$ cat src/hw/fetch_config.svh
`ifndef FETCH_CONFIG_SVH
`define FETCH_CONFIG_SVH

// bus widths
`define FETCH_AW 32
`define FETCH_DW 32

// vector base, upper 20 bits
// prefix 0 puts vectors in low memory
`define FETCH_EPH0_P 20'h00000
// prefix 1 puts vectors in high memory
`define FETCH_EPH1_P 20'hF0000

// low byte of every vector
`define FETCH_EXCEPT_V 8'h00

// exception type of the reset vector
`define FETCH_EXCEPT_RESET 4'h1

`endif

$ cat src/hw/fetch_pkg.sv
`include "fetch_config.svh"

package fetch_pkg;

	// flow change requested by decode
	typedef enum logic [2:0] {
		NOP = 3'd0,
		J   = 3'd1,
		JR  = 3'd2,
		BAL = 3'd3,
		BF  = 3'd4,
		BNF = 3'd5,
		RFE = 3'd6
	} branch_op_e;

	// exception type, lands in vector bits 11:8
	typedef logic [3:0] except_type_t;

	// decode control for the next fetch address
	typedef struct packed {
		branch_op_e                 branch_op;
		logic                       flag;
		// word offset or absolute jump target
		logic [`FETCH_AW-1:2]       addr_ofs;
		// word address of the branch itself
		logic [`FETCH_AW-1:2]       binsn_addr;
		logic [`FETCH_AW-1:0]       lr_restor;
		logic [`FETCH_AW-1:0]       epcr;
		logic                       except_start;
		except_type_t               except_type;
		// special-register write to the pc
		logic                       spr_pc_we;
		logic [`FETCH_DW-1:0]       spr_dat;
	} fetch_ctrl_t;

	// one fetched instruction
	typedef struct packed {
		logic                 valid;
		logic [`FETCH_AW-1:0] addr;
		logic [`FETCH_DW-1:0] insn;
		logic                 taken;
	} fetch_rsp_t;

	// candidate next pc, word address
	typedef struct packed {
		logic [`FETCH_AW-1:2] pc;
		logic                 taken;
	} target_t;

endpackage

$ cat src/hw/branch_target_unit.sv
`timescale 1ns/1ps
`include "fetch_config.svh"

module branch_target_unit (
	input  logic [`FETCH_AW-1:2]   pc_i,
	input  fetch_pkg::fetch_ctrl_t ctrl_i,
	output fetch_pkg::target_t     target_o
);
	import fetch_pkg::*;

	// fall-through word address
	logic [`FETCH_AW-1:2] seq_pc;
	// pc-relative word address
	logic [`FETCH_AW-1:2] rel_pc;

	// word arithmetic, no byte bits involved
	assign seq_pc = pc_i + 1'b1;
	assign rel_pc = ctrl_i.binsn_addr + ctrl_i.addr_ofs;

	always_comb begin
		// default is sequential, not taken
		target_o.pc    = seq_pc;
		target_o.taken = 1'b0;
		case (ctrl_i.branch_op)
			NOP: begin
				target_o.pc    = seq_pc;
				target_o.taken = 1'b0;
			end
			J: begin
				// absolute word target
				target_o.pc    = ctrl_i.addr_ofs;
				target_o.taken = 1'b1;
			end
			JR: begin
				// register target, byte bits dropped
				target_o.pc    = ctrl_i.lr_restor[`FETCH_AW-1:2];
				target_o.taken = 1'b1;
			end
			BAL: begin
				target_o.pc    = rel_pc;
				target_o.taken = 1'b1;
			end
			BF: begin
				// taken on flag set
				if (ctrl_i.flag) begin
					target_o.pc    = rel_pc;
					target_o.taken = 1'b1;
				end
			end
			BNF: begin
				// taken on flag clear
				if (!ctrl_i.flag) begin
					target_o.pc    = rel_pc;
					target_o.taken = 1'b1;
				end
			end
			RFE: begin
				// back to saved exception pc
				target_o.pc    = ctrl_i.epcr[`FETCH_AW-1:2];
				target_o.taken = 1'b1;
			end
			default: begin
				// unused encoding falls through
				target_o.pc    = seq_pc;
				target_o.taken = 1'b0;
			end
		endcase
	end

endmodule

$ cat src/hw/exception_vector_unit.sv
`timescale 1ns/1ps
`include "fetch_config.svh"

module exception_vector_unit (
	input  logic                   clk,
	input  logic                   rst,
	input  logic                   except_prefix_i,
	input  fetch_pkg::except_type_t except_type_i,
	output fetch_pkg::target_t     vector_o,
	output logic [`FETCH_AW-1:2]   reset_pc_o
);

	logic                 armed_q;
	logic                 prefix_q;
	logic                 reset_prefix;
	logic [19:0]          vec_base;
	logic [19:0]          reset_base;
	logic [`FETCH_AW-1:0] vec_addr;
	logic [`FETCH_AW-1:0] reset_addr;

	// prefix latched on the first clock after reset
	always_ff @(posedge clk or posedge rst) begin
		if (rst) begin
			armed_q  <= 1'b0;
			prefix_q <= 1'b0;
		end else if (!armed_q) begin
			armed_q  <= 1'b1;
			prefix_q <= except_prefix_i;
		end
	end

	// live prefix only until latched
	assign reset_prefix = armed_q ? prefix_q : except_prefix_i;

	// exception vector: base, type, offset
	assign vec_base  = except_prefix_i ? `FETCH_EPH1_P : `FETCH_EPH0_P;
	assign vec_addr  = {vec_base, except_type_i, `FETCH_EXCEPT_V};
	assign vector_o.pc    = vec_addr[`FETCH_AW-1:2];
	assign vector_o.taken = 1'b1;

	// reset vector from the reset type
	assign reset_base = reset_prefix ? `FETCH_EPH1_P : `FETCH_EPH0_P;
	assign reset_addr = {reset_base, `FETCH_EXCEPT_RESET, `FETCH_EXCEPT_V};
	assign reset_pc_o = reset_addr[`FETCH_AW-1:2];

endmodule

$ cat src/hw/next_pc_select.sv
`timescale 1ns/1ps
`include "fetch_config.svh"

module next_pc_select (
	input  logic                   clk,
	input  logic                   rst,
	input  fetch_pkg::fetch_ctrl_t ctrl_i,
	input  fetch_pkg::target_t     branch_i,
	input  fetch_pkg::target_t     vector_i,
	input  logic [`FETCH_AW-1:2]   reset_pc_i,
	input  logic                   advance_i,
	output logic [`FETCH_AW-1:0]   pc_o,
	output logic                   taken_o
);
	import fetch_pkg::*;

	// combined candidate
	target_t              next_s;
	// set after the first ack
	logic                 loaded_q;
	// current fetch word address
	logic [`FETCH_AW-1:2] pc_q;
	// taken bit of the current address
	logic                 taken_q;

	// fixed priority: spr write, exception, branch unit
	always_comb begin
		if (ctrl_i.spr_pc_we) begin
			next_s.pc    = ctrl_i.spr_dat[`FETCH_AW-1:2];
			next_s.taken = 1'b0;
		end else if (ctrl_i.except_start) begin
			next_s = vector_i;
		end else begin
			next_s = branch_i;
		end
	end

	// first fetch after reset counts as taken
	always_ff @(posedge clk or posedge rst) begin
		if (rst) begin
			loaded_q <= 1'b0;
			taken_q  <= 1'b1;
		end else if (advance_i) begin
			loaded_q <= 1'b1;
			taken_q  <= next_s.taken;
		end
	end

	// advances only on the acked edge
	always_ff @(posedge clk) begin
		if (advance_i) begin
			pc_q <= next_s.pc;
		end
	end

	// reset vector until the first load
	assign pc_o    = {(loaded_q ? pc_q : reset_pc_i), 2'b00};
	assign taken_o = taken_q;

	// decode never raises both redirects in one acked cycle
	assert property (@(posedge clk) disable iff (rst)
		advance_i |-> !(ctrl_i.spr_pc_we && ctrl_i.except_start));

	// a selected exception vector needs a real type
	assert property (@(posedge clk) disable iff (rst)
		advance_i && ctrl_i.except_start && !ctrl_i.spr_pc_we
		|-> ctrl_i.except_type != '0);

endmodule

$ cat src/hw/wb_fetch_master.sv
`timescale 1ns/1ps
`include "fetch_config.svh"

module wb_fetch_master (
	input  logic                  clk,
	input  logic                  rst,
	input  logic [`FETCH_AW-1:0]  pc_i,
	input  logic                  taken_i,
	input  logic                  freeze_i,
	output logic                  wb_cyc_o,
	output logic                  wb_stb_o,
	output logic [`FETCH_AW-1:0]  wb_adr_o,
	input  logic [`FETCH_DW-1:0]  wb_dat_i,
	input  logic                  wb_ack_i,
	input  logic                  wb_rty_i,
	output logic                  advance_o,
	output fetch_pkg::fetch_rsp_t rsp_o
);

	// bus state, low is idle
	logic                 busy_q;
	logic                 start;
	// address and taken of the cycle on the bus
	logic [`FETCH_AW-1:0] adr_q;
	logic                 taken_q;
	// response register
	logic                 valid_q;
	logic [`FETCH_AW-1:0] rsp_addr_q;
	logic [`FETCH_DW-1:0] rsp_insn_q;
	logic                 rsp_taken_q;

	// new cycle only from idle and not frozen
	assign start = !busy_q && !freeze_i;

	// rty keeps busy, same address goes out again
	always_ff @(posedge clk or posedge rst) begin
		if (rst) begin
			busy_q <= 1'b0;
		end else if (busy_q) begin
			if (wb_ack_i) begin
				busy_q <= 1'b0;
			end
		end else if (start) begin
			busy_q <= 1'b1;
		end
	end

	// capture pc at cycle start
	always_ff @(posedge clk) begin
		if (start) begin
			adr_q   <= pc_i;
			taken_q <= taken_i;
		end
	end

	assign wb_cyc_o  = busy_q;
	assign wb_stb_o  = busy_q;
	assign wb_adr_o  = adr_q;
	assign advance_o = busy_q & wb_ack_i;

	// one-cycle valid after each ack
	always_ff @(posedge clk or posedge rst) begin
		if (rst) begin
			valid_q <= 1'b0;
		end else begin
			valid_q <= advance_o;
		end
	end

	always_ff @(posedge clk) begin
		if (advance_o) begin
			rsp_addr_q  <= adr_q;
			rsp_insn_q  <= wb_dat_i;
			rsp_taken_q <= taken_q;
		end
	end

	assign rsp_o.valid = valid_q;
	assign rsp_o.addr  = rsp_addr_q;
	assign rsp_o.insn  = rsp_insn_q;
	assign rsp_o.taken = rsp_taken_q;

	// slave ends only a cycle in progress, never with ack and rty together
	assert property (@(posedge clk) disable iff (rst)
		wb_ack_i || wb_rty_i |-> wb_stb_o && !(wb_ack_i && wb_rty_i));

endmodule

$ cat src/hw/fetch_top.sv
`timescale 1ns/1ps
`include "fetch_config.svh"

module fetch_top (
	input  logic                   clk,
	input  logic                   rst,
	input  fetch_pkg::fetch_ctrl_t ctrl_i,
	input  logic                   except_prefix_i,
	input  logic                   freeze_i,
	output logic                   wb_cyc_o,
	output logic                   wb_stb_o,
	output logic [`FETCH_AW-1:0]   wb_adr_o,
	input  logic [`FETCH_DW-1:0]   wb_dat_i,
	input  logic                   wb_ack_i,
	input  logic                   wb_rty_i,
	output fetch_pkg::fetch_rsp_t  rsp_o
);
	import fetch_pkg::*;

	// candidates from the two side units
	target_t              branch_s;
	target_t              vector_s;
	logic [`FETCH_AW-1:2] reset_pc_s;
	// current fetch address and its taken bit
	logic [`FETCH_AW-1:0] pc_s;
	logic                 taken_s;
	// acked fetch, pc moves on
	logic                 advance_s;

	branch_target_unit branch_target_i (
		.pc_i     (pc_s[`FETCH_AW-1:2]),
		.ctrl_i   (ctrl_i),
		.target_o (branch_s)
	);

	exception_vector_unit exception_vector_i (
		.clk             (clk),
		.rst             (rst),
		.except_prefix_i (except_prefix_i),
		.except_type_i   (ctrl_i.except_type),
		.vector_o        (vector_s),
		.reset_pc_o      (reset_pc_s)
	);

	next_pc_select next_pc_select_i (
		.clk        (clk),
		.rst        (rst),
		.ctrl_i     (ctrl_i),
		.branch_i   (branch_s),
		.vector_i   (vector_s),
		.reset_pc_i (reset_pc_s),
		.advance_i  (advance_s),
		.pc_o       (pc_s),
		.taken_o    (taken_s)
	);

	wb_fetch_master wb_fetch_master_i (
		.clk       (clk),
		.rst       (rst),
		.pc_i      (pc_s),
		.taken_i   (taken_s),
		.freeze_i  (freeze_i),
		.wb_cyc_o  (wb_cyc_o),
		.wb_stb_o  (wb_stb_o),
		.wb_adr_o  (wb_adr_o),
		.wb_dat_i  (wb_dat_i),
		.wb_ack_i  (wb_ack_i),
		.wb_rty_i  (wb_rty_i),
		.advance_o (advance_s),
		.rsp_o     (rsp_o)
	);

endmodule

$ cat config.mk
export PLATFORM = sky130hd
export DESIGN_NAME = fetch_top
export DESIGN_NICKNAME = d
export VERILOG_FILES = /design/src/hw/fetch_pkg.sv /design/src/hw/branch_target_unit.sv /design/src/hw/exception_vector_unit.sv /design/src/hw/next_pc_select.sv /design/src/hw/wb_fetch_master.sv /design/src/hw/fetch_top.sv
export VERILOG_INCLUDE_DIRS = /design/src /design/src/hw
export SDC_FILE = /design/constraint.sdc
export NUM_CORES = 1
export LEC_CHECK = 0
export ABC_CLOCK_PERIOD_IN_PS = 3600
export BUFFER_PORTS_ARGS = -buffer_cell sky130_fd_sc_hd__buf_2
export CAP_MARGIN = 20
export CORE_MARGIN = 3
export CORE_UTILIZATION = 34
export CTS_CLUSTER_SIZE = 28
export DETAILED_ROUTE_END_ITERATION = 8
export GPL_ROUTABILITY_DRIVEN = 0
export SLEW_MARGIN = 20
export SYNTH_ARGS = -nofsm -noshare
export SYNTH_HDL_FRONTEND = slang
export SYNTH_HIERARCHICAL = 1
export SYNTH_SLANG_ARGS = --single-unit
$ cat constraint.sdc
create_clock -name clk -period 3.6 [get_ports clk]
set_input_delay 0.72 -clock clk [delete_from_list [all_inputs] [get_ports clk]]
set_output_delay 0.72 -clock clk [all_outputs]
set_load 0.02 [all_outputs]
* Word level (Yosys, flattened, before mapping) *
Index checks and enable logic that the tools add are counted.
W data, S select, Z words.

storage, ports and cells
  bits in registers = 130
  bits in latches = 0
  bits in writable memories = 0
  ROM bits = 0
  input port bits = 204
  word-level logic and storage cells = 36
  memories = 0

cells by class
  add/subtract/negate cells = 2
  multiply operators = 0
  div/mod/pow operators = 0
  magnitude comparators = 0
  equal/unequal tests = 6
  shifts and indexed selects = 0
  multiplexer cells = 12
  bitwise operators = 1
  reduce and logical (&&, ||, !) cells = 3

operator list
  kind                     number
  $pmux W31 S6             1
  $mux W31                 4
  $mux W20                 2
  $add A30 B1 Y30 const B  1
  $add A30 B30 Y30         1
  $mux W30                 1
  $eq A3 B3 Y1 const B     3
  $eq A3 B2 Y1 const B     2
  $mux W1                  4
  $eq A3 B1 Y1 const B     1
  $logic_not A1 Y1         2
  $and A1 B1 Y1            1
  $logic_and A1 B1 Y1      1

* Logic depth before layout (Yosys ltp) *
Gate-level depths: netlist of the first run.

  depth after elaboration = 8
  gate-level depth with buffers = 12

* Modules after synthesis *
The synthesis of the first run kept the hierarchy.

by module, submodules not included
  module                 times used  cells each  area each (sq um)  seq. area each (sq um)
  branch_target_unit     1           470         3078.0             0.0
  wb_fetch_master        1           107         3040.4             2992.9
  next_pc_select         1           175         2034.5             952.2
  exception_vector_unit  1           67          534.3              50.0

* Worst setup path after synthesis of the first run *
Ideal clock, no wire load.

  path kind = input-to-reg
  from = input ctrl_i[102] (netlist name)
  to = register next_pc_select_i/pc_q[30] (netlist name), data pin
  data arrival time = 2.909 ns
  setup slack = 0.432 ns
  stages on the path = 12
  buffers on the path = 0
  cell sequence = ha_1 > inv_1 > fa_1 > nand2b_1 > a21oi_2 > o2111ai_1 > a211oi_1 > o31ai_1 > or3_1 > a21o_1 > mux2i_1 > o21ai_1

RTL lines
  element                 line                  source
  start: declaration      fetch_top.sv:7        input fetch_pkg::fetch_ctrl_t ctrl_i,
  end signal: assignment  next_pc_select.sv:52  pc_q <= next_s.pc;
  end: declaration        next_pc_select.sv:22  logic [`FETCH_AW-1:2] pc_q;

==> results.sh, run 1 <==
export IMPL_status="complete, no violations"
export IMPL_post_route_util_pct=43.9
export IMPL_yosysTopAreaCell="edfxtp_1"
export IMPL_grt_pass1_wl_um=39100
export IMPL_postCtsSetupRepairBufs=0
export IMPL_fmax_mhz=307
export IMPL_synth_top_area_share_pct=44.2
export IMPL_power_switching_mw=1.30
export IMPL_worst_slew_margin_rel_pct=34.4
export IMPL_synthCells=819
export IMPL_grt_pass1_vias=7128
export IMPL_synthArstFlopShare_pct=4.48
export IMPL_io_buffer_count=296
export IMPL_synth_cell_type_count=69
export IMPL_die_h_um=166
export IMPL_p_per_area_nw_per_um2=428
export IMPL_finalPower_mw=4.65
export IMPL_tritoncts="built"
export IMPL_finalSetupViolCount=0
export IMPL_ctsRootBufferMaster="clkbuf_16"
export IMPL_drt_wl_total_um=24800
export IMPL_use_met1_pct=24.6
export IMPL_rows=57
export IMPL_worstSetupPathType="register to register"
export IMPL_synthTopCellsByCount="edfxtp_1 (128), buf_4 (69), nand2_1 (65)"
export IMPL_cts_resized=0
export IMPL_first_iter_violations=385
export IMPL_grt_overflow_total=0
export IMPL_hold_violations=0
export IMPL_nets=1335
export IMPL_worstHoldPathType="primary input to asynchronous set/reset pin"
export IMPL_die_width_um=166
export IMPL_syn_to_final_growth_pct=25.1
export IMPL_ys_ff_latch=134
export IMPL_synth_area_leaders="edfxtp_1 (44%), buf_4 (6.0%), ha_1 (4.3%)"
export IMPL_h_tree_depth=4
export IMPL_cts_buffers=17
export IMPL_wl_per_cell_um=17.3
export IMPL_worst_pin_slew_ns=0.982
export IMPL_pwr_share_seq_pct=40.1
export IMPL_clkPwrFrac_pct=39.0
export IMPL_period_minus_slack_ns=3.26
export IMPL_synth_area_um2=8690
export IMPL_ios=304
export IMPL_combPwrFrac_pct=20.9
export IMPL_required_ns=3.73
export IMPL_grt_antenna_before_repair=1
export IMPL_ys_seq_area_share_pct=46.0
export IMPL_grt_setup_unrepaired="false"
export IMPL_dpl_hpwl_um=19700
export IMPL_crit_path_max_fanout=17
export IMPL_ys_flop_type="edfxtp_1"
export IMPL_placeableCoreArea_um2=24700
export IMPL_end_kind="register"
export IMPL_post_route_period_util_pct=90.5
export IMPL_grtUsageMet3_pct=2.98
export IMPL_grt_max_degree=53
export IMPL_met2_usage_pct=28.4
export IMPL_p_int_mw=3.36
export IMPL_post_synth_top_count_cell="edfxtp_1"
export IMPL_fin_skew_ns=0.0156
export IMPL_antenna_left=0
export IMPL_clock_latency_ns=0.42
export IMPL_busiest_layer="met2"
export IMPL_drive_gt1_share_pct=35.8
export IMPL_drc=0
export IMPL_maxCapViolations=0
export IMPL_grtUsageTotal_pct=17.6
export IMPL_cts_num_sinks=134
export IMPL_cp_start_kind="register"
export IMPL_firstDrtPassIters=5
export IMPL_p_sw_share_pct=27.9
export IMPL_power_leakage_nw=4.67
export IMPL_postSynthAreaPerCell_um2=10.6
export IMPL_path_clk_slew_ns=0.06
export IMPL_num_vias=7087
export IMPL_start_util_pct=35.1
export IMPL_synth_edf_count=128
export IMPL_arrival_ns=3.39
export IMPL_yosysWarnings=6
export IMPL_slew_viol_final=0
export IMPL_viasPerCell=4.93
export IMPL_clockBufferDepth=2
export IMPL_die_area_um2=27500
export IMPL_cts_hold_buf=0
export IMPL_vdd_drop_max_mv=0.250
state kept, by name, summed over array words and instances, names as in the netlist, 30 cells and up:
signal,count
wb_fetch_master_i/rsp_addr_q,32
wb_fetch_master_i/wb_adr_o,32
next_pc_select_i/pc_q,30
wb_fetch_master_i/rsp_insn_q,32
worst paths after layout:
check	startpoint	end	slack (ns)	cells past startpoint
max reg2reg	next_pc_select_i/loaded_q	next_pc_select_i/pc_q[31]	0.34	11
min	rst	exception_vector_i/prefix_q	0.20	2
min in group clk	wb_fetch_master_i/taken_q	wb_fetch_master_i/rsp_taken_q	0.42	0
min reg2reg	wb_fetch_master_i/taken_q	wb_fetch_master_i/rsp_taken_q	0.42	0
max in group asynchronous	rst	next_pc_select_i/taken_o	3.19	2
max	next_pc_select_i/loaded_q	next_pc_select_i/pc_q[31]	0.34	11
cell usage in the layout, fill, tap and decap left out, drive strengths merged, types with 26 or more instances in the layout:
cell type  count
nor2          60
o21ai         67
a22oi         27
nand2         65
mux2i         33
conb          52
ha            30
xnor2         26
mux2          31
a21oi         35
buf          317
edfxtp       128
critical path: stages, from the launching register on:
cell and delay, ns:
dfrtp_1 0.32, buf_4 0.25, mux2_2 0.28, and4_1 0.34, nand4_1 0.20, or4_1 0.58
nor3_2 0.17, xnor2_1 0.18, o221ai_1 0.15, a211o_1 0.25, mux2i_1 0.16, o21ai_0 0.10
final cells by class:
type                            instances  area, µm²
Fill cell                            2384      13900
Clock buffer                           19        453
Inverter                               23       86.3
Sequential cell                       134       4000
Multi-Input combinational cell        607       4100
Clock inverter                         13        171
Timing Repair Buffer                  317       1650
Antenna cell                            1       2.50
Tap cell                              324        405
metrics by stage:
stage | area (µm²) | worst slack (ns) | hold WS (ns) | setup TNS (ns) | std cells
floorplan | 8870 | 0.432 | 0.400 | 0 | 868
global placement | 10200 | 0.00700 | 0.407 | 0 | 1405
finish | 10900 | 0.342 | 0.203 | 0 | 1438
detailed placement | 10200 | -0.0187 | 0.406 | -0.0278 | 1405
CTS | 10900 | 0.333 | 0.180 | 0 | 1437
global route | 10900 | 0.0216 | 0.196 | 0 | 1438
per-layer routing:
layer / share of wire [%] / vias to the layer above
met5: 0 / -
met4: 1.4 / 0
met3: 5.6 / 22
met2: 46 / 271
met1: 46 / 3281
li1: - / 3513
cells by family (layout without fill, tap and decap cells):
group,count (synthesis),count (layout),synth area share [%]
AOI/OAI and AO/OA,214,214,16.6
and+or+nand+nor,197,197,10.7
DFF,134,134,46.0
buffers and inverters,127,372,9.16
muxes,64,64,7.86
xor gates and xnor gates,49,49,4.94
adders and majority gates,31,31,4.55
other,3,53,0.130
power groups by stage:
stage | Sequential (mW) | Clock, mW | Combinational, mW
2_1_floorplan | 1.98 | 0 | 0.588
3_3_place_gp | 1.90 | 0 | 0.957
3_5_place_dp | 1.90 | 0 | 0.965
4_1_cts | 1.87 | 1.87 | 0.969
5_1_grt | 1.88 | 1.93 | 1.07
6_report | 1.87 | 1.81 | 0.971
(Power assumes the default switching activity.)
==> run 2: changes to the inputs <==
CORE_UTILIZATION = 38   (was 34)
PLACE_DENSITY = 0.63   (was not set)
==> run 2 against run 1 <==
Compared with the run above: global-route usage increased by 0.62 points; clock-buffer cell count decreased by 2; critical path type unchanged; die area decreased by 10%; worst setup slack improved by 0.072 ns; via count down 0.99%.
==> results.sh, run 2 (synthesis gave the netlist of run 1 again) <==
export IMPL_status="complete, no violations"
export IMPL_required_ns=3.73
export IMPL_maxCapViolations=0
export IMPL_worst_pin_slew_ns=0.957
export IMPL_grt_antenna_before_repair=1
export IMPL_cts_buffers=17
export IMPL_n_antenna_cell=0
export IMPL_slew_viol_final=0
export IMPL_drive_gt1_share_pct=35.7
export IMPL_grt_pass1_vias=6640
export IMPL_post_route_period_util_pct=88.5
export IMPL_die_area_um2=24700
export IMPL_worstSetupPathType="register to register"
export IMPL_num_vias=7017
export IMPL_vdd_drop_max_mv=0.275
export IMPL_final_cell_mix="buf_2 (296), edfxtp_1 (128), nand2_1 (65)"
export IMPL_cts_hold_buf=0
export IMPL_postCtsSetupRepairBufs=0
export IMPL_nets=1335
export IMPL_worst_slew_margin_rel_pct=36.1
export IMPL_path_clk_slew_ns=0.06
export IMPL_syn_to_final_growth_pct=23.8
export IMPL_drc=0
export IMPL_cts_resized=0
export IMPL_drt_wl_total_um=23500
export IMPL_post_route_util_pct=48.5
export IMPL_reg2reg_depth=11
export IMPL_io_buffer_count=296
export IMPL_viasPerCell=5.04
export IMPL_clock_latency_ns=0.40
export IMPL_crit_path_max_fanout=17
export IMPL_grt_pass1_wl_um=35400
export IMPL_cp_start_kind="register"
export IMPL_ctsRootBufferMaster="clkbuf_16"
export IMPL_dpl_hpwl_um=18900
export IMPL_first_iter_violations=333
export IMPL_fmax_mhz=314
export IMPL_cts_num_sinks=134
export IMPL_grt_max_degree=54
export IMPL_fin_skew_ns=0.00729
export IMPL_grtUsageTotal_pct=18.2
export IMPL_p_per_area_nw_per_um2=419
export IMPL_final_common_cell="buf_2"
export IMPL_arrival_ns=3.31
export IMPL_tns_ns=0
export IMPL_antenna_left=0
export IMPL_worstHoldPathType="primary input to asynchronous set/reset pin"
export IMPL_power_leakage_nw=4.65
export IMPL_end_kind="register"
export IMPL_clockBufferDepth=2
export IMPL_tritoncts="built"
export IMPL_finalSetupViolCount=0
export IMPL_die_width_um=157
export IMPL_grt_setup_unrepaired="false"
export IMPL_h_tree_depth=4
export IMPL_ios=304
export IMPL_hold_violations=0
export IMPL_start_util_pct=39.2
export IMPL_rows=54
export IMPL_firstDrtPassIters=5
export IMPL_period_minus_slack_ns=3.19
export IMPL_placeableCoreArea_um2=22200
export IMPL_grt_overflow_total=0
export IMPL_wl_per_cell_um=16.9
export IMPL_die_h_um=157
[run 2: cell count changes in the layout (fill, tap and decap cells not counted)]
| cell | before | now |
|---|---|---|
| bufinv_16 | 3 | 2 |
| clkbuf_8 | 2 | 0 |
| clkinv_1 | 1 | 3 |
| clkinv_2 | 0 | 1 |
| clkinv_4 | 2 | 3 |
| clkinvlp_4 | 5 | 4 |
| diode_2 | 1 | 0 |
| nor2b_2 | 0 | 1 |
| nor2b_4 | 1 | 0 |
[run 2: where the power goes]
group	switching [mW]	leakage (nW)	total (mW)	internal, mW
logic	0.576	3.11	0.962	0.386
clock network	0.654	0.271	1.68	1.02
registers	0.0305	1.27	1.87	1.84
[run 2: through the flow]
stage	worst slack (ns)	area, µm²	instances	hold WS [ns]	total power, mW
floorplan	0.432	8870	868	0.400	2.57
global placement	0.0652	10200	1361	0.405	2.85
detailed placement	0.0697	10200	1361	0.405	2.86
CTS	0.377	10800	1393	0.181	4.55
global route	0.0756	10800	1393	0.183	4.73
finish	0.415	10800	1393	0.198	4.50
[run 2: final timing paths]
| kind | to | slack (ns) | start |
|---|---|---|---|
| min reg2reg | wb_fetch_master_i/rsp_taken_q | 0.42 | wb_fetch_master_i/taken_q |
| max reg2reg | next_pc_select_i/pc_q[31] | 0.41 | next_pc_select_i/loaded_q |
| min | exception_vector_i/armed_q | 0.20 | rst |
| max | next_pc_select_i/pc_q[31] | 0.41 | next_pc_select_i/loaded_q |
| min in group clk | wb_fetch_master_i/rsp_taken_q | 0.42 | wb_fetch_master_i/taken_q |
| max in group asynchronous | next_pc_select_i/taken_o | 3.21 | rst |
[run 2: cell type report]
cell class | count | area, µm²
fill | 2103 | 11400
multi-input combinational | 607 | 4090
sequential | 134 | 4000
timing repair buffer | 317 | 1650
clock buffer | 17 | 425
tap | 280 | 350
clock inverter | 15 | 155
inverter | 23 | 86.3
[run 2: layer usage]
metal  up-vias  track usage [%]  wire, µm  part of all wire (%)
met1      3232             26.4     10900                    47
met4         2             4.79       255                   1.1
met3        16             2.91      1480                   6.3
met2       260             28.6     10800                    46
li1       3507                -         -                     -
met5         -                0        13                 0.055
[run 2: worst max-delay path: stages, from the launching register on]
cell      delay (ns)
dfrtp_1         0.32
buf_4           0.25
mux2_2          0.27
and4_1          0.28
nand4_1         0.17
or4_1           0.64
nor3_2          0.17
xnor2_1         0.16
o221ai_1        0.14
a211o_1         0.24
mux2i_1         0.16
o21ai_0         0.09
==> run 3: changes to the inputs <==
CELL_PAD_IN_SITES_DETAIL_PLACEMENT = 1   (was not set)
CELL_PAD_IN_SITES_GLOBAL_PLACEMENT = 1   (was not set)
PLACE_DENSITY = 0.79   (was 0.63)
==> run 3 against run 2 <==
Compared with the run above: clock-buffer cell count rose by 3; combinational power rose by 2%; worst hold slack gained 0.0020 ns; sequential power about the same; cell count is 0.14% higher; critical endpoint is now next_pc_select_i/pc_q[25].
==> results.sh, run 3 (synthesis gave the netlist of run 1 again) <==
export IMPL_finalSetupViolCount=0
export IMPL_die_h_um=157
export IMPL_worstSetupPathType="register to register"
export IMPL_dpl_hpwl_um=21000
export IMPL_cts_resized=0
export IMPL_syn_to_final_growth_pct=24.0
export IMPL_grt_pass1_wl_um=39200
export IMPL_vdd_drop_max_mv=0.264
export IMPL_die_area_um2=24700
export IMPL_firstDrtPassIters=4
export IMPL_h_tree_depth=4
export IMPL_p_per_area_nw_per_um2=425
export IMPL_placeableCoreArea_um2=22200
export IMPL_drt_wl_total_um=26100
export IMPL_maxCapViolations=0
export IMPL_start_util_pct=39.2
export IMPL_postCtsSetupRepairBufs=0
export IMPL_worstHoldPathType="primary input to asynchronous set/reset pin"
export IMPL_grtUsageTotal_pct=20.2
export IMPL_cp_start_kind="register"
export IMPL_clock_latency_ns=0.40
export IMPL_cts_hold_buf=0
export IMPL_ctsRootBufferMaster="clkbuf_16"
export IMPL_crit_path_max_fanout=17
export IMPL_num_vias=7131
export IMPL_status="complete, no violations"
export IMPL_fin_skew_ns=0.0117
export IMPL_arrival_ns=3.42
export IMPL_viasPerCell=5.11
export IMPL_nets=1334
export IMPL_grt_antenna_before_repair=3
export IMPL_slew_viol_final=0
export IMPL_grt_setup_unrepaired="false"
export IMPL_post_route_util_pct=48.6
export IMPL_rows=54
export IMPL_post_route_period_util_pct=91.9
export IMPL_clockBufferDepth=2
export IMPL_worst_pin_slew_ns=0.973
export IMPL_first_iter_violations=284
export IMPL_cts_num_sinks=134
export IMPL_drc=0
export IMPL_ios=304
export IMPL_die_width_um=157
export IMPL_required_ns=3.71
export IMPL_drive_gt1_share_pct=35.5
export IMPL_finalPower_mw=4.58
export IMPL_period_minus_slack_ns=3.31
export IMPL_io_buffer_count=296
export IMPL_grt_pass1_vias=7320
export IMPL_tritoncts="built"
export IMPL_final_cells=1395
export IMPL_hold_slack_ns=0.200
export IMPL_end_kind="register"
export IMPL_path_clk_slew_ns=0.06
export IMPL_final_common_cell="buf_2"
export IMPL_power_leakage_nw=4.66
export IMPL_wl_per_cell_um=18.7
export IMPL_grt_overflow_total=0
export IMPL_antenna_left=0
export IMPL_grt_max_degree=52
export IMPL_cts_buffers=17
export IMPL_dpl_cell_count=1360
export IMPL_final_cell_mix="buf_2 (296), edfxtp_1 (128), nand2_1 (65)"
export IMPL_fmax_mhz=302
export IMPL_hold_violations=0
export IMPL_worst_slew_margin_rel_pct=35.0
## run 3: cell count changes in the layout (fill, tap and decap cells not counted), sizes merged
| cell | previous run | this run |
|---|---|---|
| buf | 317 | 316 |
| diode | 0 | 3 |
| clkinvlp | 4 | 3 |
| bufinv | 2 | 3 |
| clkinv | 7 | 6 |
| inv | 25 | 23 |
| clkbuf | 17 | 20 |
## run 3: through the flow
step	TNS, ns	instance area (µm²)	worst slack (ns)
6_report	0	10800	0.291
3_5_place_dp	-0.214	10200	-0.0912
5_1_grt	0	10800	0.0655
2_1_floorplan	0	8870	0.432
3_3_place_gp	0	10200	0.000323
4_1_cts	0	10800	0.305
## run 3: per-layer routing
| layer | track usage [%] | routed length [µm] | vias to the layer above |
|---|---|---|---|
| li1 | - | - | 3507 |
| met1 | 27.1 | 12000 | 3361 |
| met2 | 34.0 | 12300 | 230 |
| met3 | 2.94 | 1230 | 33 |
| met4 | 5.99 | 541 | 0 |
| met5 | 0 | 0 | - |
## run 3: report_power, final
group	internal [mW]	switching, mW	total, mW
clock	1.09	0.644	1.73
sequential	1.84	0.0321	1.87
combinational	0.385	0.595	0.981
total	3.31	1.27	4.58
## run 3: path summary, 6_finish.rpt
check                                     startpoint                             to  slack [ns]  cells past startpoint
max                        next_pc_select_i/loaded_q      next_pc_select_i/pc_q[25]        0.29                     11
min                                              rst    exception_vector_i/prefix_q        0.20                      2
max reg2reg                next_pc_select_i/loaded_q      next_pc_select_i/pc_q[25]        0.29                     11
min reg2reg                wb_fetch_master_i/taken_q  wb_fetch_master_i/rsp_taken_q        0.42                      0
max in group asynchronous                        rst       next_pc_select_i/taken_o        3.20                      2
min in group clk           wb_fetch_master_i/taken_q  wb_fetch_master_i/rsp_taken_q        0.42                      0
## run 3: area by class of cell
| class | instances | area, µm² |
|---|---|---|
| Timing Repair Buffer | 316 | 1640 |
| Clock inverter | 12 | 154 |
| Tap cell | 280 | 350 |
| Clock buffer | 20 | 437 |
| Fill cell | 2558 | 11400 |
| Inverter | 23 | 86.3 |
| Sequential cell | 134 | 4000 |
| Multi-Input combinational cell | 607 | 4100 |
| Antenna cell | 3 | 7.51 |
## run 3: worst max-delay path, cell delays in order, from the launching register on
cell,delay (ns)
dfrtp_1,0.32
buf_4,0.25
mux2_2,0.29
and4_1,0.29
nand4_1,0.18
or4_1,0.66
nor2_1,0.18
xor2_1,0.14
a221oi_1,0.26
o31ai_1,0.12
mux2i_1,0.20
o21ai_1,0.12
